$ cat src/isa_pkg.sv
package isa_pkg;

	////////////////////
	// Data and register indices

	typedef logic [15:0] word_t;
	typedef logic [3:0] reg_idx_t;

	localparam int NUM_REGS = 12; // R0-R7, SP, IH, RA, T

	localparam reg_idx_t SP_IDX = 4'd8;
	localparam reg_idx_t IH_IDX = 4'd9;
	localparam reg_idx_t T_IDX = 4'd11;

	// A 3-bit shift field of zero encodes a shift by eight
	localparam word_t SHAMT_ZERO_MEANS = 16'd8;

	////////////////////
	// Major opcode, instr[15:11]

	typedef enum logic [4:0] {
		OP_NOP    = 5'b00001,
		OP_B      = 5'b00010,
		OP_BEQZ   = 5'b00100,
		OP_BNEZ   = 5'b00101,
		OP_SHIFT  = 5'b00110, // SLL, SRL, SRA
		OP_ADDIU3 = 5'b01000,
		OP_ADDIU  = 5'b01001,
		OP_SP_GRP = 5'b01100, // ADDSP, MTSP, BTEQZ, BTNEZ
		OP_LI     = 5'b01101,
		OP_MOVE   = 5'b01111,
		OP_LW_SP  = 5'b10010,
		OP_LW     = 5'b10011,
		OP_SW_SP  = 5'b11010,
		OP_SW     = 5'b11011,
		OP_RRR    = 5'b11100, // ADDU, SUBU
		OP_RR     = 5'b11101, // AND, OR, CMP, SRAV, MFPC, jumps
		OP_IH     = 5'b11110  // MFIH, MTIH
	} major_op_e;

	////////////////////
	// Execute operation

	typedef enum logic [3:0] {
		ALU_ADD,
		ALU_SUB,
		ALU_AND,
		ALU_OR,
		ALU_NEQ,
		ALU_SLL,
		ALU_SRA,
		ALU_SRL,
		ALU_SRAV,
		ALU_PASS
	} alu_op_e;

	// Which immediate field is extended, and how
	typedef enum logic [2:0] {
		IMM_S8,    // instr[7:0] signed
		IMM_S4,    // instr[3:0] signed
		IMM_S5,    // instr[4:0] signed
		IMM_Z8,    // instr[7:0] unsigned
		IMM_SHAMT, // instr[4:2], 0 is 8
		IMM_NONE
	} imm_kind_e;

endpackage
$ cat src/pipe_pkg.sv
package pipe_pkg;

	import isa_pkg::*;

	typedef enum logic [2:0] {
		OP1_REG1,
		OP1_REG2,
		OP1_PC1,
		OP1_IMM,
		OP1_ZERO
	} op1_sel_e;

	typedef enum logic [1:0] {
		OP2_REG2,
		OP2_IMM,
		OP2_ZERO
	} op2_sel_e;

	////////////////////
	// Stage payloads

	typedef struct packed {
		alu_op_e   alu_op;
		imm_kind_e imm_kind;
		op1_sel_e  op1_sel;
		op2_sel_e  op2_sel;
		logic      reg_write;
		reg_idx_t  reg_addr;
		logic      mem_read;
		logic      mem_write;
	} dec_ctrl_t;

	typedef struct packed {
		alu_op_e  alu_op;
		word_t    op1;
		word_t    op2;
		logic     reg_write;
		reg_idx_t reg_addr;
		logic     mem_read;
		logic     mem_write;
		word_t    store_value;
		word_t    pc;
	} exe_in_t;

	typedef struct packed {
		logic     en;
		reg_idx_t addr;
		word_t    data;
	} wb_t;

	typedef struct packed {
		logic     valid;
		word_t    result;
		logic     reg_write;
		reg_idx_t reg_addr;
		logic     mem_read;
		logic     mem_write;
		word_t    store_value;
	} exe_out_t;

	// Control word that writes nothing
	localparam dec_ctrl_t CTRL_NOP = '{
		alu_op: ALU_PASS, imm_kind: IMM_NONE, op1_sel: OP1_ZERO, op2_sel: OP2_ZERO,
		reg_write: 1'b0, reg_addr: 4'd0, mem_read: 1'b0, mem_write: 1'b0
	};

	localparam exe_in_t EXE_IN_BUBBLE = '{
		alu_op: ALU_PASS, op1: 16'd0, op2: 16'd0, reg_write: 1'b0, reg_addr: 4'd0,
		mem_read: 1'b0, mem_write: 1'b0, store_value: 16'd0, pc: 16'd0
	};

endpackage

$ cat src/exec_front.sv
`timescale 1ns/10ps

module exec_front
	import isa_pkg::*;
	import pipe_pkg::*;
#(
	parameter int COUNT_W = 32
) (
	input  logic               clk,
	input  logic               rst_n,
	input  word_t              instr,
	input  word_t              pc,
	input  logic               in_valid,
	input  logic               hold,
	input  logic               flush,
	input  wb_t                wb,
	output exe_out_t           exe_out,
	output logic [COUNT_W-1:0] mem_count
);

	reg_idx_t  rd_addr1;
	reg_idx_t  rd_addr2;
	word_t     rd_data1;
	word_t     rd_data2;
	dec_ctrl_t ctrl;
	exe_in_t   stage;

	instr_decode decode_i (
		.instr    (instr),
		.rd_addr1 (rd_addr1),
		.rd_addr2 (rd_addr2),
		.ctrl     (ctrl)
	);

	reg_file regs_i (
		.clk      (clk),
		.rst_n    (rst_n),
		.rd_addr1 (rd_addr1),
		.rd_addr2 (rd_addr2),
		.rd_data1 (rd_data1),
		.rd_data2 (rd_data2),
		.wb       (wb)
	);

	id_exe #(
		.COUNT_W (COUNT_W)
	) id_exe_i (
		.clk       (clk),
		.rst_n     (rst_n),
		.in_valid  (in_valid),
		.hold      (hold),
		.flush     (flush),
		.ctrl      (ctrl),
		.instr     (instr),
		.pc        (pc),
		.rd_data1  (rd_data1),
		.rd_data2  (rd_data2),
		.stage     (stage),
		.mem_count (mem_count)
	);

	alu alu_i (
		.clk     (clk),
		.rst_n   (rst_n),
		.hold    (hold),
		.stage   (stage),
		.exe_out (exe_out)
	);

endmodule

$ cat src/alu.sv
`timescale 1ns/10ps

module alu
	import isa_pkg::*;
	import pipe_pkg::*;
(
	input  logic     clk,
	input  logic     rst_n,
	input  logic     hold,
	input  exe_in_t  stage,
	output exe_out_t exe_out
);

	word_t result;
	logic  live;

	always_comb begin
		case (stage.alu_op)
			ALU_ADD:  result = stage.op1 + stage.op2;
			ALU_SUB:  result = stage.op1 - stage.op2;
			ALU_AND:  result = stage.op1 & stage.op2;
			ALU_OR:   result = stage.op1 | stage.op2;
			ALU_NEQ:  result = (stage.op1 != stage.op2) ? 16'd1 : 16'd0;
			ALU_SLL:  result = stage.op1 << stage.op2;
			ALU_SRL:  result = stage.op1 >> stage.op2;
			ALU_SRA:  result = $signed(stage.op1) >>> stage.op2;
			ALU_SRAV: result = $signed(stage.op2) >>> stage.op1[3:0]; // Amount from op1
			ALU_PASS: result = stage.op1;
			default:  result = stage.op1;
		endcase
	end

	// Every executed form writes a register or touches memory,
	// so a bubble is anything that does neither
	assign live = stage.reg_write || stage.mem_read || stage.mem_write;

	always_ff @(posedge clk or negedge rst_n) begin
		if (!rst_n) begin
			exe_out <= '0;
		end else if (!hold) begin
			exe_out.valid <= live;
			exe_out.result <= result;
			exe_out.reg_write <= stage.reg_write;
			exe_out.reg_addr <= stage.reg_addr;
			exe_out.mem_read <= stage.mem_read;
			exe_out.mem_write <= stage.mem_write;
			exe_out.store_value <= stage.store_value;
		end
	end

endmodule

$ cat src/id_exe.sv
`timescale 1ns/10ps

module id_exe
	import isa_pkg::*;
	import pipe_pkg::*;
#(
	parameter int COUNT_W = 32
) (
	input  logic               clk,
	input  logic               rst_n,
	input  logic               in_valid,
	input  logic               hold,
	input  logic               flush,
	input  dec_ctrl_t          ctrl,
	input  word_t              instr,
	input  word_t              pc,
	input  word_t              rd_data1,
	input  word_t              rd_data2,
	output exe_in_t            stage,
	output logic [COUNT_W-1:0] mem_count
);

	word_t   imm;
	word_t   pc_plus1;
	word_t   op1;
	word_t   op2;
	logic    is_sw_sp;
	exe_in_t nxt;
	logic    cnt_inc;

	////////////////////
	// Immediate extension

	always_comb begin
		case (ctrl.imm_kind)
			IMM_S8:    imm = {{8{instr[7]}}, instr[7:0]};
			IMM_S4:    imm = {{12{instr[3]}}, instr[3:0]};
			IMM_S5:    imm = {{11{instr[4]}}, instr[4:0]};
			IMM_Z8:    imm = {8'h00, instr[7:0]};
			IMM_SHAMT: imm = (instr[4:2] == 3'd0) ? SHAMT_ZERO_MEANS : {13'd0, instr[4:2]};
			default:   imm = '0;
		endcase
	end

	assign pc_plus1 = pc + 16'd1;

	////////////////////
	// Operand select

	always_comb begin
		case (ctrl.op1_sel)
			OP1_REG1: op1 = rd_data1;
			OP1_REG2: op1 = rd_data2; // MOVE, shifts, SW_SP base
			OP1_PC1:  op1 = pc_plus1;
			OP1_IMM:  op1 = imm;
			default:  op1 = '0;
		endcase
	end

	always_comb begin
		case (ctrl.op2_sel)
			OP2_REG2: op2 = rd_data2;
			OP2_IMM:  op2 = imm;
			default:  op2 = '0;
		endcase
	end

	// SW_SP keeps its data register on port 1
	assign is_sw_sp = (major_op_e'(instr[15:11]) == OP_SW_SP);

	always_comb begin
		nxt = EXE_IN_BUBBLE;
		if (in_valid) begin
			nxt.alu_op = ctrl.alu_op;
			nxt.op1 = op1;
			nxt.op2 = op2;
			nxt.reg_write = ctrl.reg_write;
			nxt.reg_addr = ctrl.reg_addr;
			nxt.mem_read = ctrl.mem_read;
			nxt.mem_write = ctrl.mem_write;
			nxt.store_value = ctrl.mem_write ? (is_sw_sp ? rd_data1 : rd_data2) : '0;
			nxt.pc = pc;
		end
	end

	assign cnt_inc = !flush && (nxt.mem_read || nxt.mem_write);

	////////////////////
	// Pipeline register

	always_ff @(posedge clk or negedge rst_n) begin
		if (!rst_n) begin
			stage <= EXE_IN_BUBBLE;
			mem_count <= '0;
		end else if (!hold) begin // Hold wins over flush
			stage <= flush ? EXE_IN_BUBBLE : nxt;
			if (cnt_inc)
				mem_count <= mem_count + COUNT_W'(1); // Wraps
		end
	end

endmodule

$ cat src/reg_file.sv
`timescale 1ns/10ps

module reg_file
	import isa_pkg::*;
	import pipe_pkg::*;
(
	input  logic     clk,
	input  logic     rst_n,
	input  reg_idx_t rd_addr1,
	input  reg_idx_t rd_addr2,
	output word_t    rd_data1,
	output word_t    rd_data2,
	input  wb_t      wb
);

	word_t regs [NUM_REGS];

	logic wr_ok;
	logic rd1_ok;
	logic rd2_ok;

	assign wr_ok = wb.en && (int'(wb.addr) < NUM_REGS);
	assign rd1_ok = int'(rd_addr1) < NUM_REGS;
	assign rd2_ok = int'(rd_addr2) < NUM_REGS;

	always_ff @(posedge clk or negedge rst_n) begin
		if (!rst_n) begin
			for (int i = 0; i < NUM_REGS; i++)
				regs[i] <= '0;
		end else if (wr_ok) begin
			regs[wb.addr] <= wb.data;
		end
	end

	// Reads see the value before a same-cycle write
	assign rd_data1 = rd1_ok ? regs[rd_addr1] : '0;
	assign rd_data2 = rd2_ok ? regs[rd_addr2] : '0;

endmodule

$ cat src/instr_decode.sv
`timescale 1ns/10ps

module instr_decode
	import isa_pkg::*;
	import pipe_pkg::*;
(
	input  word_t     instr,
	output reg_idx_t  rd_addr1,
	output reg_idx_t  rd_addr2,
	output dec_ctrl_t ctrl
);

	major_op_e major;
	reg_idx_t  rx;
	reg_idx_t  ry;
	reg_idx_t  rz;

	assign major = major_op_e'(instr[15:11]);
	assign rx = {1'b0, instr[10:8]};
	assign ry = {1'b0, instr[7:5]};
	assign rz = {1'b0, instr[4:2]};

	// Builds a control word for an ALU form
	function automatic dec_ctrl_t mk_ctrl(
		input alu_op_e   op,
		input imm_kind_e kind,
		input op1_sel_e  s1,
		input op2_sel_e  s2,
		input logic      wr,
		input reg_idx_t  dst
	);
		dec_ctrl_t c;
		c = CTRL_NOP;
		c.alu_op = op;
		c.imm_kind = kind;
		c.op1_sel = s1;
		c.op2_sel = s2;
		c.reg_write = wr;
		c.reg_addr = dst;
		return c;
	endfunction

	always_comb begin
		rd_addr1 = rx;
		rd_addr2 = ry;
		ctrl = CTRL_NOP;
		case (major)
			OP_ADDIU:  ctrl = mk_ctrl(ALU_ADD, IMM_S8, OP1_REG1, OP2_IMM, 1'b1, rx);
			OP_ADDIU3: ctrl = mk_ctrl(ALU_ADD, IMM_S4, OP1_REG1, OP2_IMM, 1'b1, ry);
			OP_SP_GRP: begin
				if (instr[10:8] == 3'b011) begin // ADDSP
					rd_addr1 = SP_IDX;
					ctrl = mk_ctrl(ALU_ADD, IMM_S8, OP1_REG1, OP2_IMM, 1'b1, SP_IDX);
				end else if (instr[10:8] == 3'b100 && instr[4:0] == 5'b00000) begin
					rd_addr1 = ry; // MTSP, source in 7:5
					ctrl = mk_ctrl(ALU_PASS, IMM_NONE, OP1_REG1, OP2_ZERO, 1'b1, SP_IDX);
				end
			end
			OP_RRR: begin
				if (instr[1:0] == 2'b01)
					ctrl = mk_ctrl(ALU_ADD, IMM_NONE, OP1_REG1, OP2_REG2, 1'b1, rz);
				else if (instr[1:0] == 2'b11)
					ctrl = mk_ctrl(ALU_SUB, IMM_NONE, OP1_REG1, OP2_REG2, 1'b1, rz);
			end
			OP_RR: begin
				if (instr[4:0] == 5'b01100) // AND
					ctrl = mk_ctrl(ALU_AND, IMM_NONE, OP1_REG1, OP2_REG2, 1'b1, rx);
				else if (instr[4:0] == 5'b01010) // CMP, result to T
					ctrl = mk_ctrl(ALU_NEQ, IMM_NONE, OP1_REG1, OP2_REG2, 1'b1, T_IDX);
				else if (instr[7:0] == 8'b01000000) // MFPC
					ctrl = mk_ctrl(ALU_PASS, IMM_NONE, OP1_PC1, OP2_ZERO, 1'b1, rx);
				else if (instr[4:0] == 5'b01101) // OR
					ctrl = mk_ctrl(ALU_OR, IMM_NONE, OP1_REG1, OP2_REG2, 1'b1, rx);
				else if (instr[4:0] == 5'b00111) // SRAV
					ctrl = mk_ctrl(ALU_SRAV, IMM_NONE, OP1_REG1, OP2_REG2, 1'b1, rx);
				// JR, JALR and JRRA fall through as bubbles
			end
			OP_LI:     ctrl = mk_ctrl(ALU_PASS, IMM_Z8, OP1_IMM, OP2_ZERO, 1'b1, rx);
			OP_LW: begin
				ctrl = mk_ctrl(ALU_ADD, IMM_S5, OP1_REG1, OP2_IMM, 1'b1, ry);
				ctrl.mem_read = 1'b1;
			end
			OP_LW_SP: begin
				rd_addr1 = SP_IDX;
				ctrl = mk_ctrl(ALU_ADD, IMM_S8, OP1_REG1, OP2_IMM, 1'b1, rx);
				ctrl.mem_read = 1'b1;
			end
			OP_SW: begin
				ctrl = mk_ctrl(ALU_ADD, IMM_S5, OP1_REG1, OP2_IMM, 1'b0, 4'd0);
				ctrl.mem_write = 1'b1; // Data from port 2
			end
			OP_SW_SP: begin
				rd_addr2 = SP_IDX; // Base on port 2, data rx on port 1
				ctrl = mk_ctrl(ALU_ADD, IMM_S8, OP1_REG2, OP2_IMM, 1'b0, 4'd0);
				ctrl.mem_write = 1'b1;
			end
			OP_IH: begin
				if (instr[7:0] == 8'b00000000) begin // MFIH
					rd_addr1 = IH_IDX;
					ctrl = mk_ctrl(ALU_PASS, IMM_NONE, OP1_REG1, OP2_ZERO, 1'b1, rx);
				end else if (instr[4:0] == 5'b00001) begin // MTIH
					ctrl = mk_ctrl(ALU_PASS, IMM_NONE, OP1_REG1, OP2_ZERO, 1'b1, IH_IDX);
				end
			end
			OP_SHIFT: begin
				if (instr[1:0] == 2'b00)
					ctrl = mk_ctrl(ALU_SLL, IMM_SHAMT, OP1_REG2, OP2_IMM, 1'b1, rx);
				else if (instr[1:0] == 2'b11)
					ctrl = mk_ctrl(ALU_SRA, IMM_SHAMT, OP1_REG2, OP2_IMM, 1'b1, rx);
				else if (instr[1:0] == 2'b10)
					ctrl = mk_ctrl(ALU_SRL, IMM_SHAMT, OP1_REG2, OP2_IMM, 1'b1, rx);
			end
			OP_MOVE: begin
				if (instr[4:0] == 5'b00000)
					ctrl = mk_ctrl(ALU_PASS, IMM_NONE, OP1_REG2, OP2_ZERO, 1'b1, rx);
			end
			default: ctrl = CTRL_NOP; // Branches not executed here
		endcase
	end

endmodule

$ cat config.mk
export PLATFORM = sky130hd
export DESIGN_NAME = exec_front
export DESIGN_NICKNAME = d
export VERILOG_FILES = /design/src/isa_pkg.sv /design/src/pipe_pkg.sv /design/src/exec_front.sv /design/src/alu.sv /design/src/id_exe.sv /design/src/reg_file.sv /design/src/instr_decode.sv
export SDC_FILE = /design/constraint.sdc
export NUM_CORES = 1
export LEC_CHECK = 0
export ABC_AREA = 0
export BUFFER_PORTS_ARGS = -buffer_cell sky130_fd_sc_hd__buf_2
export CORE_ASPECT_RATIO = 0.5
export CORE_MARGIN = 10
export CORE_UTILIZATION = 45
export DETAILED_ROUTE_END_ITERATION = 12
export SYNTH_ARGS = -nofsm -noshare
export SYNTH_HDL_FRONTEND = slang
export SYNTH_SLANG_ARGS = --single-unit
$ cat constraint.sdc
create_clock -name clk -period 3.4 [get_ports clk]
set_clock_uncertainty 0.15 [all_clocks]
set_input_delay 0 -clock clk [delete_from_list [all_inputs] [get_ports clk]]
set_output_delay 0 -clock clk [all_outputs]
set_load 0.05 [all_outputs]
==> results.md, run 1 <==
* Outcome: completed
* P_leak at 0.0104 µW
* ANT nets after route at 0
* Dpl cells at 2979
* Async S/R FF share, synth at 100%
* Unique masters post-synth at 94
* Tightest Pin Transition at between 1 and 1.5 ns
* Max-Slew Margin vs Limit at between 20% and 30%
* Largest net degree at the start of global routing at slightly below 100
* Later-pin clock latency in the skew report at 0.60 ns
* Post-synthesis area per instance at 9.34 µm²
* Max cap viols at 0
* Mapped cell area at between 20000 and 25000 µm²
* Worst Path Max Fanout at 17
* Synth Instances at between 2000 and 2500
* Area growth, synth to finish at 15.5%
* Initial Util at between 40 and 50%
* Required @ worst endpoint at between 3 and 4 ns
* Sw power at between 3000 and 4000 µW
* Rows at 56
* Die H at 174 µm
* I/O Buffers at approximately 130
* Pint at about 7000 µW
* Ratio of final minimum period to clock period at 95.3%
* HPWL after DPL at 55400 µm
* HP Class: in2reg
* Final Instance Area at 24600 µm²
* CP max-delay cell: dlygate4sd3_1
* Final Hold Viols at 0
* Commonest register cell after synthesis: dfrtp_1
* DRC at 0
* Initial antenna violation count at 7
* Worst-case clock buffer depth at 3
* Max VDD drop at 0.403 mV
* Die W at around 330 µm
* Final std cells w/o fill at slightly above 3000
* Avg WL per Cell at about 26 µm
* Syn. warnings at 0
* CP startpoint kind: primary input
* Root Driver: clkbuf_16
* DRT iter0 DRCs at around 2500
* Post-synth EDFFs at 0
* Register area at 7290 µm²
* Fmax at around 300 MHz
* Floorplan core area at between 40000 and 50000 µm²
* CP Capture Type: flop
* Final #Nets at between 2000 and 3000
* Multi-input logic area at 12900 µm²
* Number of CTS-inserted buffers at 29
* Global Route Usage Sum at between 20% and 30%
* Crit path buffers/inverters at 4
* Clock network fraction of design power at between 30% and 40%
* Die ar. at 56900 µm²
* Crit path time final at between 3 and 4 ns
* CTS sink cnt at between 200 and 300
* Final GP Congestion at between 0.9 and 1
* Setup_tns at 0 ns
* CTS tree: done
* Total power at between 10000 and 15000 µW
* Congestion Overflow GR at 0
* Crit path arrival time at about 3.6 ns
* Post-synthesis sequential area ratio at 34.3%
* Reg power frac at a little over two fifths
* Top Ports at 130
* Utilization after layout at between 50% and 60%
* Post-Route WL at around 79000 µm
* Switch share at roughly a third
* Top delay family on crit path: buffers and inverters
* Vias per cell at approximately 6.5
* Syn nets at approximately 2400
* Pwr/cell area at 413 nW/µm²
* Cells along the critical path: dlygate4sd3_1 -> buf_2 -> nor3b_1 -> o21ai_0 -> nand2_1 -> or2_2 -> nor3_2 -> a222oi_1 -> dlygate4sd3_1 -> o21ai_0 -> dlygate4sd3_1
* Post-CTS Setup Inserts at 0
* First-pass GRT wire length at between 100000 and 150000 µm
* Crit Path Category: in2reg
* Clk slew on worst S/H paths at 0.06 ns
* Most frequent CP cell: dlygate4sd3_1
* Combinational fraction of design power at between 20% and 30%
* Pins Over Slew Limit at 0
* Finish-stage setup viols at 0
* Area after DPL at about 23000 µm²
* Fillers at about 4300
* Synth Register Bits at 291
* H-tree depth at 1
* Number of global-route vias before repair at 18900
* Total number of vias at 19900
* Layout cell share with drive strength beyond 1 at 25.9%
* Router iterations before antenna repair at 8
* RSZ-0062 raised after global routing: no
* Crit path largest cell delay at 0.60 ns
==> layout by cell type (no fill, tap or decap), types with 9 or more instances in the layout <==
cell type      Yosys  layout
clkbuf_16          0      29
a222oi_1          12      12
nor3b_1           12      12
a41oi_1           18      18
xor2_1            24      24
a31oi_1           46      46
and3_1            18      18
o31ai_1           27      27
a211oi_1          22      22
mux2_2           201     201
nor2_1           113     113
nand2b_1          25      25
nor3_1            37      36
a2111oi_0         11       9
buf_2             43     125
xnor2_1           31      31
o2111ai_1         11      11
nand3_1          189     189
buf_12             0      10
ha_1              49      48
mux4_2            71      71
or3_1             12      12
dlygate4sd3_1      0      48
nand4_1           32      32
a21oi_1          129     129
dfrtp_1          289     287
mux2i_1           43      43
nor2b_1           17      17
o211ai_1          40      40
nand2_1          162     161
o22ai_1           12      11
a2bb2oi_1         11      11
buf_4              1     133
o21ai_0          158     156
inv_1             72      72
==> worst reg2reg max path: cells and delay by family (launching register included) <==
kind / cells / cell delay (ns)
compound gates: 2 / 0.47
mux: 3 / 0.90
buf+inv: 2 / 1.17
flops: 1 / 0.39
==> power groups by stage <==
stage | combinational (µW) | clock, µW | sequential [µW]
after floorplan | 1590 | 0 | 4380
after detailed placement | 2430 | 0 | 4360
final | 2530 | 3300 | 4320
after global routing | 2730 | 3490 | 4370
after CTS | 2490 | 3350 | 4300
after global placement | 2410 | 0 | 4340
==> final timing paths <==
path | to | depth (start not counted) | start | slack (ns)
worst min-delay path | regs_i.regs[64] | 5 | wb[20] | 0.03
worst max register to register | id_exe_i.stage[41] | 7 | regs_i.regs[130] | 0.19
min in group asynchronous | regs_i.regs[78] | 3 | rst_n | 0.41
max in group asynchronous | id_exe_i.stage[65] | 4 | rst_n | 1.78
worst min register to register | id_exe_i.mem_count[31] | 1 | id_exe_i.mem_count[31] | 0.32
worst max-delay path | id_exe_i.stage[41] | 11 | instr[14] | 0.16
==> Yosys cell counts (40+ instances only) <==
cell	n	area share, %
clkbuf_1	142	2.5
a21oi_1	129	3.0
nand3_1	189	4.4
dfrtp_1	289	34
nand2_1	162	2.9
buf_2	43	1.0
mux2i_1	43	2.0
ha_1	49	2.9
o21ai_0	158	3.7
mux4_2	71	7.5
o211ai_1	40	1.4
a31oi_1	46	1.4
nor2_1	113	2.0
inv_1	72	1.3
mux2_2	201	11
==> layer usage <==
metal | vias up | wire length (µm) | track usage [%] | part of all wire [%]
met2 | 1040 | 35300 | 41.0 | 45
met3 | 149 | 7930 | 5.42 | 10
li1 | 8827 | - | - | -
met1 | 9860 | 33500 | 37.3 | 42
met5 | - | 0 | 0 | 0
met4 | 0 | 2310 | 7.47 | 2.9
==> state kept, by name (all words and copies together), names as in the netlist <==
name                flops
regs_i.regs           160
id_exe_i.mem_count     32
id_exe_i.stage         59
alu_i.exe_out          40
==> repair_timing <==
action,4_1_cts,5_1_grt
hold endpoints to repair,509,0
endpoints found under the setup margin,1,5
cloned,0,0
hold buffers,48,0
resized for setup,2,9
==> kinds of logic after synthesis <==
logic type / share of synthesized area, %
compound gates: 18.4
xor+xnor: 2.27
fa+ha+maj: 3.07
buf+inv: 5.34
flops: 34.3
mux: 20.2
simple gates: 16.4
==> area by class of cell <==
class / instances / share of cell area [%]
Clock inverter: 10 / 0.494
Tap cell: 638 / 3.25
Inverter: 76 / 1.16
Multi-Input combinational cell: 1703 / 52.7
Sequential cell: 291 / 29.7
Antenna cell: 1 / 0.0102
Clock buffer: 37 / 3.24
Timing Repair Buffer: 319 / 9.51
==> through the flow <==
step	setup slack, ns	hold slack [ns]
2_1_floorplan	0.0632	-0.446
3_3_place_gp	-0.274	-0.0318
3_5_place_dp	-0.244	-0.0338
4_1_cts	0.0356	0.00198
5_1_grt	0.00199	0.0343
6_report	0.160	0.0321
Note: power is estimated with default switching activity, not from simulation.
==> inputs of run 2 (changes only) <==
- CORE_ASPECT_RATIO: 0.5 -> default
==> run 2 against run 1 <==
Against the previous run: the flow now finishes with violations (negative hold slack); critical endpoint is now id_exe_i.stage[36]; flip-flop and latch count unchanged; total power increased by 6.9%; combinational power about the same; die area decreased by 0.93%; via count decreased by 0.56%; non-clock buffer count decreased by 30; final cell count decreased by 1.4%; routed wire length decreased by 0.83%.
==> results.md, run 2 (same netlist as run 1, synthesis figures left out) <==
* Finish-stage setup viols at 0 (unchanged)
* Post-place setup slack at -0.0590 ns (+0.185 ns)
* Fmax at 307 MHz (-0.58%)
* Final hold slack at -0.0212 ns (-0.0534 ns)
* RR Startpoint: id_exe_i.stage[50]
* RSZ-0062 raised after global routing: no
* Floorplan core area at 46700 µm² (-0.32%)
* Initial antenna violation count at 1 (-6)
* CP Capture Type: flop
* Vias per cell at 6.52 (+0.89%)
* Number of CTS-inserted buffers at 36 (+24%)
* Die H at 237 µm (+37%)
* Grt met1 use at 34.0% (-3.3 points)
* Post-Route WL at 78300 µm (-0.83%)
* Top Ports at 130 (unchanged)
* Later-pin clock latency in the skew report at 0.58 ns (-0.02 ns)
* Congestion Overflow GR at 0 (unchanged)
* Final #Nets at 2506 (-0.91%)
* Ratio of final minimum period to clock period at 95.9% (+0.56 points)
* Tightest Pin Transition at 1.22 ns (+0.0248 ns)
* Pins Over Slew Limit at 0 (unchanged)
* Pwr/cell area at 441 nW/µm² (+6.6%)
* Fillers at 4257 (-1.1%)
* Dpl cells at 2922 (-1.9%)
* Router iterations before antenna repair at 6 (-2)
* I/O Buffers at 129 (unchanged)
* Crit. Startpoint: instr[0]
* First-pass GRT wire length at 120000 µm (about the same)
* Root Driver: clkbuf_16
* Met3 Use GR at 5.69% (+0.27 points)
* Crit path arrival time at 3.54 ns (-0.02 ns)
* Worst reg-to-reg path cell count at 10 (+3)
* Max-Slew Margin vs Limit at 18.8% (-1.7 points)
* Area growth, synth to finish at 15.9%
* Number of global-route vias before repair at 19200 (+1.5%)
* Post-CTS Setup Inserts at 0 (unchanged)
* Rows at 79 (+41%)
* Leading cell type in the layout, fill and taps excluded: dfrtp_1
* Cells along the critical path: dlygate4sd3_1 -> buf_2 -> nor2b_2 -> nor4b_2 -> buf_4 -> a21oi_1 -> o2111ai_1 -> o21bai_1 -> a222oi_1 -> dlygate4sd3_1 -> o21ai_0 -> dlygate4sd3_1
* Max FFs per register at 160 (unchanged)
* Final Hold Viols at 4 (+4)
* Final WS setup at 0.141 ns (-0.0190 ns)
* ANT nets after route at 0 (unchanged)
* Met2 Usage GRT at 44.6% (+3.6 points)
* Max cap viols at 0 (unchanged)
* Failing checks: negative hold slack
* Required @ worst endpoint at 3.68 ns (-0.04 ns)
* Capturing point of the worst reg2reg path: alu_i.exe_out[23]
* Biggest register: regs_i.regs
* CTS sink cnt at 291 (unchanged)
* Largest net degree at the start of global routing at 80 (-19%)
* Crit Path Category: in2reg
* Reg-to-reg slack, setup at 0.15 ns (-0.04 ns)
* Final GP Congestion at 0.996 (+1.4%)
* Die ar. at 56300 µm² (-0.93%)
* Most frequent cells in the layout: dfrtp_1 (287), mux2_2 (201), nand3_1 (189)
* DRC at 0 (unchanged)
* DRT iter0 DRCs at 1991 (-19%)
* Clk slew on worst S/H paths at 0.08 ns (+0.02 ns)
* CP max-delay cell: dlygate4sd3_1
* Most frequent CP cell: dlygate4sd3_1
* Global Route Usage Sum at 27.0% (+0.42 points)
* HPWL after DPL at 54200 µm (-2.1%)
* Outcome: finished with violations
* Crit path largest cell delay at 0.59 ns (about the same)
* Avg WL per Cell at 25.8 µm (+0.61%)
* H-tree depth at 2 (+1)
* CP startpoint kind: primary input
* Initial Util at 45.6% (+0.15 points)
* Worst-case clock buffer depth at 3 (unchanged)
* CTS tree: done
* Crit path time final at 3.26 ns (+0.0190 ns)
* Worst Path Max Fanout at 16 (-1)
* Total number of vias at 19800 (-0.56%)
* Max VDD drop at 0.366 mV (-9.2%)
* Antenna Cells at 0 (-1)
* Worst setup path end: id_exe_i.stage[36]
* Utilization after layout at 52.8% (+0.33 points)
* Final std cells w/o fill at 3031 (-1.4%)
* Layout cell share with drive strength beyond 1 at 25.4% (-0.45 points)
* Die W at 237 µm (-27%)
* Layer with the highest usage: met2
* HP Class: in2async
* P_leak at 0.0104 µW (+0.10%)
* Top Registers: regs_i.regs x160, id_exe_i.stage x59, alu_i.exe_out x40
==> run 2: changes by cell type in the layout (fill, tap and decap cells not counted), sizes merged <==
cell,before,now
clkbuf,39,53
inv,76,77
clkinvlp,1,2
dlygate4sd3,48,43
diode,1,0
buf,269,245
bufinv,2,3
==> run 2: what timing repair did <==
action / in CTS / in global routing
endpoints found under the hold margin: 494 / 0
resized for setup: 1 / 4
hold buffers: 44 / 0
setup endpoints to repair: 1 / 2
==> run 2: per-stage QoR <==
stage / power, µW / cell area [µm²] / TNS, ns
CTS: 10900 / 24600 / 0
global route: 11300 / 24600 / 0
detailed placement: 6790 / 22900 / -0.0590
floorplan: 5970 / 21300 / 0
global placement: 6720 / 22900 / -0.105
finish: 10900 / 24600 / 0
==> run 2: power breakdown <==
part / leakage [µW] / internal (µW) / switching, µW
clock network: 0.000598 / 2410 / 1600
registers: 0.00376 / 3960 / 355
logic: 0.00608 / 1120 / 1410
total: 0.0104 / 7490 / 3360
==> run 2: per-layer routing <==
layer  vias to the layer above  part of all wire (%)
li1                       8790                     -
met1                      9827                    40
met2                       952                    48
met3                       194                   7.9
met4                         2                   3.7
met5                         -                 0.010
==> run 2: critical path: cells and delay by family <==
kind            cells  cell delay, ns
buf+inv             5            2.23
simple gates        2            0.43
compound gates      5            0.88
==> run 2: how the worst min path moves through the flow <==
stage	from	to	slack, ns	depth (start not counted)
after floorplan	rst_n	alu_i.exe_out[0]	-0.45	0
after global placement	rst_n	alu_i.exe_out[31]	-0.08	1
after detailed placement	rst_n	alu_i.exe_out[31]	-0.08	1
after CTS	rst_n	alu_i.exe_out[31]	0.003	3
after global routing	rst_n	alu_i.exe_out[31]	0.03	3
final	rst_n	alu_i.exe_out[31]	-0.02	3
==> run 2: cell type report <==
class / count / area, µm² / area share [%]
Inverter: 76 / 285 / 1.16
Clock buffer: 52 / 1060 / 4.31
Timing Repair Buffer: 289 / 2180 / 8.84
Tap cell: 607 / 759 / 3.08
Clock inverter: 13 / 164 / 0.665
Multi-Input combinational cell: 1703 / 12900 / 52.4
Sequential cell: 291 / 7290 / 29.6
